File: config.mk
export PLATFORM = sky130hd
export DESIGN_NAME = accessAlign
export DESIGN_NICKNAME = d
export VERILOG_FILES = /design/src/rtl/memTilePkg.sv /design/src/rtl/accessAlign.sv
export SDC_FILE = /design/constraint.sdc
export NUM_CORES = 1
export LEC_CHECK = 0
export ABC_AREA = 0
export BUFFER_PORTS_ARGS = -buffer_cell sky130_fd_sc_hd__buf_2
export CORE_MARGIN = 5
export CORE_UTILIZATION = 45
export DETAILED_ROUTE_END_ITERATION = 12
export PLACE_DENSITY = 0.95
export SKIP_LAST_GASP = 1
export SYNTH_ARGS = -nofsm -noshare
export SYNTH_HDL_FRONTEND = slang
export SYNTH_SLANG_ARGS = --single-unit
File: constraint.sdc
create_clock -name vclk -period 4.2
set_clock_uncertainty 0.05 [all_clocks]
set_input_delay 0.84 -clock vclk [all_inputs]
set_output_delay 0.84 -clock vclk [all_outputs]
set_load 0.03 [all_outputs]
File: src/rtl/memTilePkg.sv
package memTilePkg;

	// physical address width, shared by core and external bus
	localparam int addrBits = 48;

	// one external beat, one tile word
	localparam int wordBits = 32;

	// tile geometry, 16 words of 4 bytes
	localparam int wordsPerTile = 16;
	localparam int wordIdxBits = 4;
	localparam int tileOffBits = 6;

	// access size and extension, encoding kept from the core
	// oword and none load a full qword and store nothing
	typedef enum logic [2:0]
	{
		modeNone  = 3'b000,
		modeByte  = 3'b001,
		modeWord  = 3'b010,
		modeDword = 3'b011,
		modeQword = 3'b100,
		modeOword = 3'b101,
		modeUbyte = 3'b110,
		modeUword = 3'b111
	} accessMode_t;

	// core request, held stable while extHold is high
	typedef struct packed
	{
		// load strobe
		logic rd;
		// store strobe
		logic wr;
		accessMode_t mode;
		// must be naturally aligned to the access size
		logic [addrBits-1:0] addr;
		// store data, right aligned
		logic [63:0] wrValue;
	} memReq_t;

	// outbound side of the external word bus
	typedef struct packed
	{
		// tile base plus four times the beat index
		logic [addrBits-1:0] addr;
		// load beat in progress
		logic oe;
		// store beat in progress
		logic wr;
		// write-back data for the current beat
		logic [wordBits-1:0] wrData;
	} extBus_t;

endpackage

File: src/rtl/accessAlign.sv
`timescale 1ns/1ps

module accessAlign (
	input  logic [63:0] window,
	input  memTilePkg::accessMode_t mode,
	input  logic [1:0] byteOff,
	input  logic [63:0] wrValue,
	output logic [63:0] loadValue,
	output logic [63:0] mergedWindow
);

	// bit shift for the byte offset, at most 24
	logic [4:0] shiftAmt;

	// window with the addressed byte at bit 0
	logic [63:0] shifted;

	// bytes touched by a store, before shifting
	logic [63:0] storeMask;

	assign shiftAmt = {byteOff, 3'b000};
	assign shifted = window >> shiftAmt;

	// load select and extend
	always_comb
	begin
		case (mode)
			memTilePkg::modeByte:
				loadValue = {{56{shifted[7]}}, shifted[7:0]};
			memTilePkg::modeWord:
				loadValue = {{48{shifted[15]}}, shifted[15:0]};
			memTilePkg::modeDword:
				loadValue = {{32{shifted[31]}}, shifted[31:0]};
			memTilePkg::modeUbyte:
				loadValue = {56'd0, shifted[7:0]};
			memTilePkg::modeUword:
				loadValue = {48'd0, shifted[15:0]};
			// qword, oword and none
			default:
				loadValue = shifted;
		endcase
	end

	// store size by mode
	// unsigned modes store the same width as their signed pair
	always_comb
	begin
		case (mode)
			memTilePkg::modeByte,
			memTilePkg::modeUbyte:
				storeMask = 64'h0000_0000_0000_00FF;
			memTilePkg::modeWord,
			memTilePkg::modeUword:
				storeMask = 64'h0000_0000_0000_FFFF;
			memTilePkg::modeDword:
				storeMask = 64'h0000_0000_FFFF_FFFF;
			memTilePkg::modeQword:
				storeMask = 64'hFFFF_FFFF_FFFF_FFFF;
			// oword and none leave the window alone
			default:
				storeMask = 64'd0;
		endcase
	end

	// overlay store bytes at the offset
	// aligned accesses never spill past bit 63
	assign mergedWindow = (window & ~(storeMask << shiftAmt))
		| ((wrValue & storeMask) << shiftAmt);

endmodule

==> key figures <==
Placed design
  – # port buffers: 261
  – Placed Area: 0.00512 mm^2
  – Gpl congestion: 1.04
  – DP Worst Slack: 0.536 ns
  – Detail Placement HPWL: 15.9 mm

Floorplanning
  – Die ar.: 0.0103 mm^2
  – Initial Utilization: 46.1%
  – Core Rows: 33
  – Top Ports: 261
  – Core ar.: 0.00818 mm^2
  – Die Y: 102 um
  – Die Wd: 102 um

Setup path
  – Worst setup path category: in2out
  – Delay-heaviest family, CP: simple AND/OR/NAND/NOR gates
  – Crit path cell chain: buf_2, or3b_1, o311ai_0, nor2_1, o2bb2ai_1, buf_2
  – Critical Path Sink Type: output pin
  – CP Data Required Time: 3.31 ns
  – Crit-path most repeated cell: buf_2
  – WP buf/inv: 2
  – Crit start category: input port
  – Worst-path maximum fanout: 21
  – CP startpoint: mode[1]
  – Data arrival, critical path: 2.84 ns
  – Max stage delay on crit path: 0.66 ns
  – Crit-path slowest cell: nor2_1

STA
  – Crit share post-route: 88.7%
  – Final worst-path setup slack: 0.474 ns
  – Slew Limit Fails: 0
  – Setup violations, final: 0
  – Unrepaired setup endpoints after global routing: false
  – Fin Hold WS: 2.02 ns
  – FMAX: 268 MHz
  – Setup TNS: 0 ns
  – Actual slew at the worst max-slew pin: 0.880 ns
  – Final hold vios: 0
  – Fin crit period: 3.73 ns
  – Worst slew margin: 40.9%

Drt
  – Routed len/inst: 24.0 um
  – DR iter-0 viols: 785
  – DR pass1 iterations: 5
  – Residual DRC count: 0
  – Vias per cell: 6.69
  – Final WL: 19.9 mm
  – ANT nets after route: 0
  – DR vias: 5552

Synthesis
  – Most frequent cells after synthesis: 79 x mux2i_1, 37 x mux2_2, 30 x a221o_1, 30 x nand2_1
  – Mapped Nets: 630
  – Synth warn: 0
  – Cell variety after synth: 51
  – Sequential element share of the synthesized area: 0%
  – Post-synthesis cell area: 0.00377 mm^2
  – Cell taking the most area after synthesis: mux2i_1
  – Gate Count Post-Synth: 497
  – Most frequent cell after synthesis: mux2i_1
  – Syn Area/Cell: 7.59 um^2
  – Leading post-synthesis cells by cell area: mux2i_1 21%, mux2_2 11%, a221o_1 8.0%
  – Top-area cell type share of the netlist area: 21.0%

Power and ir drop
  – Lkg Pwr: 2.59 nW
  – Register share of total power: 0%
  – Total power: 0.978 mW
  – Net Sw Frac: 66.8%
  – Cell Int Power: 0.324 mW
  – Peak supply drop: 0.0000964 V
  – Combinational share of power: 100.0%
  – Net switching power: 0.654 mW
  – Clock group share of total power: 0%
  – Power Density: 191 mW/mm^2

Clocking
  – Buffers inserted during post-CTS setup optimization: 0
  – Post-cts sizing count: 0
  – Hold bufs inserted after CTS: 0

Global route
  – Initial antenna violation count: 0
  – Largest net degree at the start of global routing: 54
  – First-pass GRT wire length: 28.7 mm
  – GRT overflow: 0
  – GRT Util Overall: 35.3%
  – Vias in the first global route: 5136

Min path
  – HP Class: in2out
  – Hold path startpoint: window[5]

Finish
  – Layout cells sized above 1: 46.9%
  – Register area: 0 um^2
  – Syn-to-layout area delta: 35.8%
  – Ant. Diodes: 0
  – Clock buf count: 0
  – Sequential cell count: 0
  – Post-route cell area: 0.00512 mm^2
  – Fin nets: 860

Run
  – Total of max-cap violations: 0

Outcome
  – Status: completed
per-stage QoR:
step	std cells	util [%]
floorplan	497	-
global placement	830	62.6
detailed placement	830	62.6
CTS	830	62.6
global route	830	62.6
finish	830	62.6
cell usage in the layout (no fill, tap or decap), types with 8 or more instances in the layout:
| cell | instances |
|---|---|
| buf_2 | 259 |
| mux2i_1 | 79 |
| mux2_2 | 37 |
| nand2_1 | 30 |
| a221o_1 | 30 |
| nand3_1 | 27 |
| nor2_1 | 27 |
| o21ai_0 | 25 |
| buf_4 | 20 |
| o211ai_1 | 18 |
| a21oi_1 | 17 |
| inv_1 | 16 |
| a221oi_1 | 16 |
| o2bb2ai_1 | 16 |
| nor3_1 | 15 |
| o31ai_1 | 9 |
| nor2b_1 | 8 |
| a32o_1 | 8 |
logic make-up (layout without fill, tap and decap cells):
kind of cell,Yosys count,count (layout),share of synthesized area (%)
compound gates,173,173,36.4
xor+xnor,2,2,0.465
buf+inv,70,298,8.76
mux,123,123,36.2
simple gates,129,129,18.2
power groups by stage:
| stage | registers (mW) | logic, mW | clock network, mW |
|---|---|---|---|
| after floorplan | 0 | 0.637 | 0 |
| after global placement | 0 | 0.956 | 0 |
| after detailed placement | 0 | 0.960 | 0 |
| after CTS | 0 | 0.963 | 0 |
| after global routing | 0 | 1.03 | 0 |
| final | 0 | 0.978 | 0 |
metal layers:
layer	up-vias	track usage (%)	routed length, um
li1	2458	-	-
met1	2480	48.1	7390
met2	527	56.8	8920
met3	87	6.34	2760
met4	0	10.3	863
met5	-	0	0
cell type report:
class | instances | area, um^2
inverters | 17 | 63.8
multi-input cells | 427 | 3440
well taps | 105 | 131
fillers | 761 | 3050
repair buffers | 281 | 1490
worst paths after layout:
path / endpoint / slack (ns) / depth (start not counted)
worst min-delay path: mergedWindow[5] / 2.02 / 3
worst max-delay path: mergedWindow[38] / 0.47 / 6
Note: power is estimated with default switching activity, not from simulation.
