## config.mk

```make
export PLATFORM = sky130hd
export DESIGN_NAME = tileRefillEngine
export DESIGN_NICKNAME = d
export VERILOG_FILES = /design/src/rtl/memTilePkg.sv /design/src/rtl/tileRefillEngine.sv
export SDC_FILE = /design/constraint.sdc
export NUM_CORES = 1
export LEC_CHECK = 0
export BUFFER_PORTS_ARGS = -buffer_cell sky130_fd_sc_hd__buf_2
export CAP_MARGIN = 20
export CORE_AREA = 2 2 113 115
export DETAILED_ROUTE_END_ITERATION = 10
export DIE_AREA = 0 0 115 117
export PLACE_DENSITY_LB_ADDON = 0.1
export SLEW_MARGIN = 20
export SYNTH_ARGS = -nofsm -noshare
export SYNTH_HDL_FRONTEND = slang
export SYNTH_SLANG_ARGS = --single-unit
```

## constraint.sdc

```tcl
create_clock -name clk -period 6.3 [get_ports clk]
set_input_delay 0.315 -clock clk [delete_from_list [all_inputs] [get_ports clk]]
set_output_delay 0.315 -clock clk [all_outputs]
set_load 0.01 [all_outputs]
```

## src/rtl/memTilePkg.sv

```systemverilog
package memTilePkg;

	// physical address width, shared by core and external bus
	localparam int addrBits = 48;

	// one external beat, one tile word
	localparam int wordBits = 32;

	// tile geometry, 16 words of 4 bytes
	localparam int wordsPerTile = 16;
	localparam int wordIdxBits = 4;
	localparam int tileOffBits = 6;

	// access size and extension, encoding kept from the core
	// oword and none load a full qword and store nothing
	typedef enum logic [2:0]
	{
		modeNone  = 3'b000,
		modeByte  = 3'b001,
		modeWord  = 3'b010,
		modeDword = 3'b011,
		modeQword = 3'b100,
		modeOword = 3'b101,
		modeUbyte = 3'b110,
		modeUword = 3'b111
	} accessMode_t;

	// core request, held stable while extHold is high
	typedef struct packed
	{
		// load strobe
		logic rd;
		// store strobe
		logic wr;
		accessMode_t mode;
		// must be naturally aligned to the access size
		logic [addrBits-1:0] addr;
		// store data, right aligned
		logic [63:0] wrValue;
	} memReq_t;

	// outbound side of the external word bus
	typedef struct packed
	{
		// tile base plus four times the beat index
		logic [addrBits-1:0] addr;
		// load beat in progress
		logic oe;
		// store beat in progress
		logic wr;
		// write-back data for the current beat
		logic [wordBits-1:0] wrData;
	} extBus_t;

endpackage

```

## src/rtl/tileRefillEngine.sv

```systemverilog
`timescale 1ns/1ps

module tileRefillEngine #(
	parameter int tileIdxBits = 7
) (
	input  logic clk,
	input  logic resetAct,
	input  logic access,
	input  logic hit,
	input  logic victimDirty,
	input  logic [memTilePkg::addrBits-1:0] victimBase,
	input  logic [memTilePkg::addrBits-1:0] missBase,
	input  logic sweepBusy,
	input  logic extNotReady,
	input  logic [memTilePkg::wordBits-1:0] extRdData,
	input  logic [memTilePkg::wordBits-1:0] burstRdData,
	output memTilePkg::extBus_t ext,
	output logic [memTilePkg::wordIdxBits-1:0] burstWordIdx,
	output logic burstWe,
	output logic [memTilePkg::wordBits-1:0] burstData,
	output logic install,
	output logic grant,
	output logic extHold
);

	localparam int tagBits = memTilePkg::addrBits - memTilePkg::tileOffBits - tileIdxBits;

	typedef enum logic [1:0]
	{
		stateIdle,
		stateStoreBurst,
		stateLoadBurst,
		stateInstall
	} engineState_t;

	engineState_t state;

	// word index of the current beat
	logic [memTilePkg::wordIdxBits-1:0] beatIdx;

	// tag of the tile on the bus, victim first then miss
	logic [tagBits-1:0] burstTag;

	// victim and miss share the same index
	logic [tileIdxBits-1:0] tileIdx;

	logic missStart;
	logic beatTaken;
	logic lastBeat;

	assign tileIdx = missBase[memTilePkg::tileOffBits +: tileIdxBits];

	// no refills while tags are being cleared
	assign missStart = access && !hit && !sweepBusy;

	// a beat moves when the bus is active and not stalled
	assign beatTaken = ((state == stateStoreBurst) || (state == stateLoadBurst))
		&& !extNotReady;
	assign lastBeat = (beatIdx == {memTilePkg::wordIdxBits{1'b1}});

	always_ff @(posedge clk)
	begin
		if (resetAct)
		begin
			state <= stateIdle;
			beatIdx <= '0;
		end
		else
		begin
			// wraps back to 0 after the last beat
			if (beatTaken)
				beatIdx <= beatIdx + 1'b1;

			case (state)
				stateIdle:
					if (missStart)
						state <= victimDirty ? stateStoreBurst : stateLoadBurst;
				stateStoreBurst:
					if (beatTaken && lastBeat)
						state <= stateLoadBurst;
				stateLoadBurst:
					if (beatTaken && lastBeat)
						state <= stateInstall;
				default:
					state <= stateIdle;
			endcase
		end
	end

	// bus tag, swapped to the miss tile between bursts
	always_ff @(posedge clk)
	begin
		if ((state == stateIdle) && missStart)
		begin
			if (victimDirty)
				burstTag <= victimBase[memTilePkg::addrBits-1 -: tagBits];
			else
				burstTag <= missBase[memTilePkg::addrBits-1 -: tagBits];
		end
		else if ((state == stateStoreBurst) && beatTaken && lastBeat)
			burstTag <= missBase[memTilePkg::addrBits-1 -: tagBits];
	end

	// outbound bus, held steady through extNotReady
	always_comb
	begin
		ext.addr = {burstTag, tileIdx, beatIdx, 2'b00};
		ext.oe = (state == stateLoadBurst);
		ext.wr = (state == stateStoreBurst);
		ext.wrData = burstRdData;
	end

	// refill port into the data store
	assign burstWordIdx = beatIdx;
	assign burstWe = (state == stateLoadBurst) && !extNotReady;
	assign burstData = extRdData;

	// tag write one cycle after the final load beat
	assign install = (state == stateInstall);

	// hit path only runs with the engine quiet
	assign grant = access && hit && (state == stateIdle);

	// stall on sweep, on a fresh miss, and for the whole refill
	assign extHold = sweepBusy || missStart || (state != stateIdle);

endmodule

```

==> flow_metrics.tcl <==
set metrics [dict create \
    cts_setup_buffers 0 \
    numCtsBuffers 5 \
    wl_per_cell_um 14.4 \
    track_usage_pct 7.72 \
    internal_power_w 0.000581 \
    antenna_cells 0 \
    clock-sinks 41 \
    synthesis.area_sq_mm 0.00263 \
    endpoint "burstTag[27]$_DFFE_PP_" \
    die_w_um 115 \
    cts.clk_slew.worst_paths_ns 0.06 \
    crit_arrival_ns 2.42 \
    grt_pass1_vias 1392 \
    worst_pin_slew_ns 0.951 \
    worst-setup-path-type "reg -> reg" \
    hold_buffers 0 \
    power.density_mw_per_mm2 275 \
    critPathCaptureType "flop" \
    status "completed" \
    worstSkewPairLatency_ns 0.27 \
    route.detailed.drc 0 \
    ys_seq_area_share_pct 44.6 \
    ios 289 \
    gp_congestion 0.650 \
    cp.required_ns 6.20 \
    ant_nets 0 \
    crit-reg2reg-launch "state[0]$_SDFFE_PP0P_" \
    routed_via_density 3.74 \
    post-route-util_pct 23.8 \
    slew_viol_final 0 \
    drive_above_1_share_pct 69.0 \
    coreArea_sq_mm 0.0123 \
    ir_drop_v 0.0000976 \
    dr.pass1.iters 3 \
    grt-ovfl-total 0 \
    synthCells 197 \
    p_comb_share_pct 27.9 \
    vias 1490 \
    fmax_mhz 397 \
    switching_share_pct 27.9 \
    rsz0062_at_grt "false" \
    ys_warn_count 0 \
    min_path_type "in -> reg" \
    final_cells 398 \
    finalCriticalPeriod_ns 2.52 \
    cts_tree "done" \
    rr_worst_depth 4 \
    dp_hpwl_um 4400 \
    start_util_pct 21.3 \
    fp.dieH_um 117 \
    leakage_nw 1.40 \
    drt_iter0_drc 19 \
    p_switching_w 0.000224 \
    syn2layout_area_growth_pct 11.6 \
    grt_max_degree 36 \
    reg2reg_slack_ns 3.78 \
    setup_viol 0 \
    fin_nets 422 \
    row_count 41 \
    clkPwrFrac_pct 29.3 \
    start_kind "flop" \
    syn_avg_cell_area_sq_um 13.3 \
    grt_pass1_wl_um 7700 \
    maxSlewHeadroom_pct 36.6 \
    rr_endpoint "burstTag[27]$_DFFE_PP_" \
    skew_ns 0.00260 \
    timing.final.hold_violations 0 \
    fillers 1337 \
    drt_wl_total_um 5710 \
    period_share_pct 40.0 \
    grt_antenna_before_repair 0 \
    placed_cells 392 \
    cp_max_fo 35 \
    port_buffers 125 \
    cts-root-buf "clkbuf_16" \
    dieArea_sq_mm 0.0135 \
    cts_buffer_depth 2 \
    cts.htree.levels 2 \
    synth_seq_cells 41 \
    synth.distinct_cells 31 \
    cts-resized-gates 0 \
    crit_path_start "state[0]$_SDFFE_PP0P_" \
    fin_tns_setup_ns 0 \
    cap_violations 0 \
    seqPwrFrac_pct 42.8 \
]
[registers in the layout, summed over array words and instances (netlist names)]
register / flops
burstTag: 35
state: 2
burstWordIdx: 4
[worst min path at each step]
stage                                             from                      endpoint  cells after the start
after detailed placement  burstWordIdx[1]$_SDFFE_PP0P_  burstWordIdx[1]$_SDFFE_PP0P_                      2
after floorplan                               resetAct         state[0]$_SDFFE_PP0P_                      1
after global placement    burstWordIdx[3]$_SDFFE_PP0P_  burstWordIdx[3]$_SDFFE_PP0P_                      2
after global routing                          resetAct  burstWordIdx[2]$_SDFFE_PP0P_                      2
final                                         resetAct  burstWordIdx[3]$_SDFFE_PP0P_                      2
after CTS                                     resetAct  burstWordIdx[0]$_SDFFE_PP0P_                      2
[cells in the mapped netlist]
library cell	n	area share (%)
mux2_4	30	17
nor2b_1	2	0.48
xnor2_1	1	0.33
a21oi_1	2	0.38
ha_1	6	2.9
nand4_1	1	0.24
nand2b_4	1	0.52
mux2_2	5	2.1
buf_2	1	0.19
mux2_1	1	0.43
buf_4	77	22
and3_1	1	0.24
nor3b_4	1	0.72
nand3b_1	1	0.29
o2bb2ai_1	1	0.33
nand2_1	2	0.29
nor3_1	1	0.19
buf_12	3	2.3
and3_2	1	0.29
conb_1	1	0.14
nand2_4	1	0.43
inv_1	3	0.43
o21ai_0	1	0.19
a31oi_1	1	0.24
dfxtp_1	6	4.6
nor2_1	6	0.86
mux2i_1	1	0.38
a31o_2	1	0.33
a311oi_1	1	0.33
xor2_1	2	0.67
edfxtp_1	35	40
[final cells by class]
class / instances / area [sq um] / area share (%)
sequential: 41 / 1170 / 40.0
inverter: 3 / 11.3 / 0.384
tap: 150 / 188 / 6.41
multi-input combinational: 73 / 803 / 27.4
timing repair buffer: 125 / 626 / 21.4
clock buffer: 5 / 125 / 4.27
clock inverter: 1 / 5.00 / 0.171
[cells in the final DEF, fill, tap and decap left out]
master     count
buf_2        125
edfxtp_1      35
mux2_4        30
nor2_1         6
ha_1           6
dfxtp_1        6
mux2_2         5
clkbuf_16      5
inv_1          3
nor2b_1        2
a21oi_1        2
nand2_1        2
xor2_1         2
conb_1         2
nand2b_4       1
nor3b_4        1
nand2_4        1
and3_2         1
nand3b_1       1
and3_1         1
a31o_2         1
o2bb2ai_1      1
o21ai_0        1
a31oi_1        1
a311oi_1       1
mux2i_1        1
xnor2_1        1
nor3_1         1
mux2_1         1
nand4_1        1
clkinv_2       1
[power by group through the flow]
stage / Combinational (W) / Sequential [W] / Clock, W
2_1_floorplan: 0.000195 / 0.000358 / 0
3_3_place_gp: 0.000231 / 0.000351 / 0
3_5_place_dp: 0.000230 / 0.000352 / 0
4_1_cts: 0.000232 / 0.000346 / 0.000250
5_1_grt: 0.000249 / 0.000349 / 0.000258
6_report: 0.000224 / 0.000345 / 0.000236
[per-layer routing]
metal	track usage, %	vias up	wire length (um)
met5	0	-	0
met4	5.06	0	176
met3	3.09	35	553
met2	13.5	89	2960
met1	7.57	666	2020
li1	-	700	-
[cell families (layout without fill, tap and decap cells)]
logic type               after synthesis  after routing  synth area share, %
AO/OA/AOI/OAI                          7              7                 1.81
XOR/XNOR                               3              3                 1.00
adder cells (fa/ha/maj)                6              6                 2.86
buffers and inverters                 84            134                 24.9
flip-flops                            41             41                 44.6
multiplexers                          37             37                 20.1
other                                  1              2                0.143
AND/OR/NAND/NOR                       18             18                 4.53
[metrics by stage]
stage | setup WS [ns] | hold slack, ns | instance area [sq um] | power (W)
final | 3.78 | 0.305 | 2930 | 0.000805
after detailed placement | 3.69 | 0.571 | 2800 | 0.000582
after global routing | 3.51 | 0.322 | 2930 | 0.000856
after CTS | 3.68 | 0.301 | 2930 | 0.000827
after floorplan | 4.32 | 0.387 | 2630 | 0.000553
after global placement | 3.69 | 0.568 | 2800 | 0.000582
[worst max-delay path, stage by stage, from the launching register on]
cell and delay, ns:
dfxtp_1 0.43, inv_1 0.09, ha_1 0.30, nor2b_1 0.43
a31o_2 0.86
(Power assumes the default switching activity.)
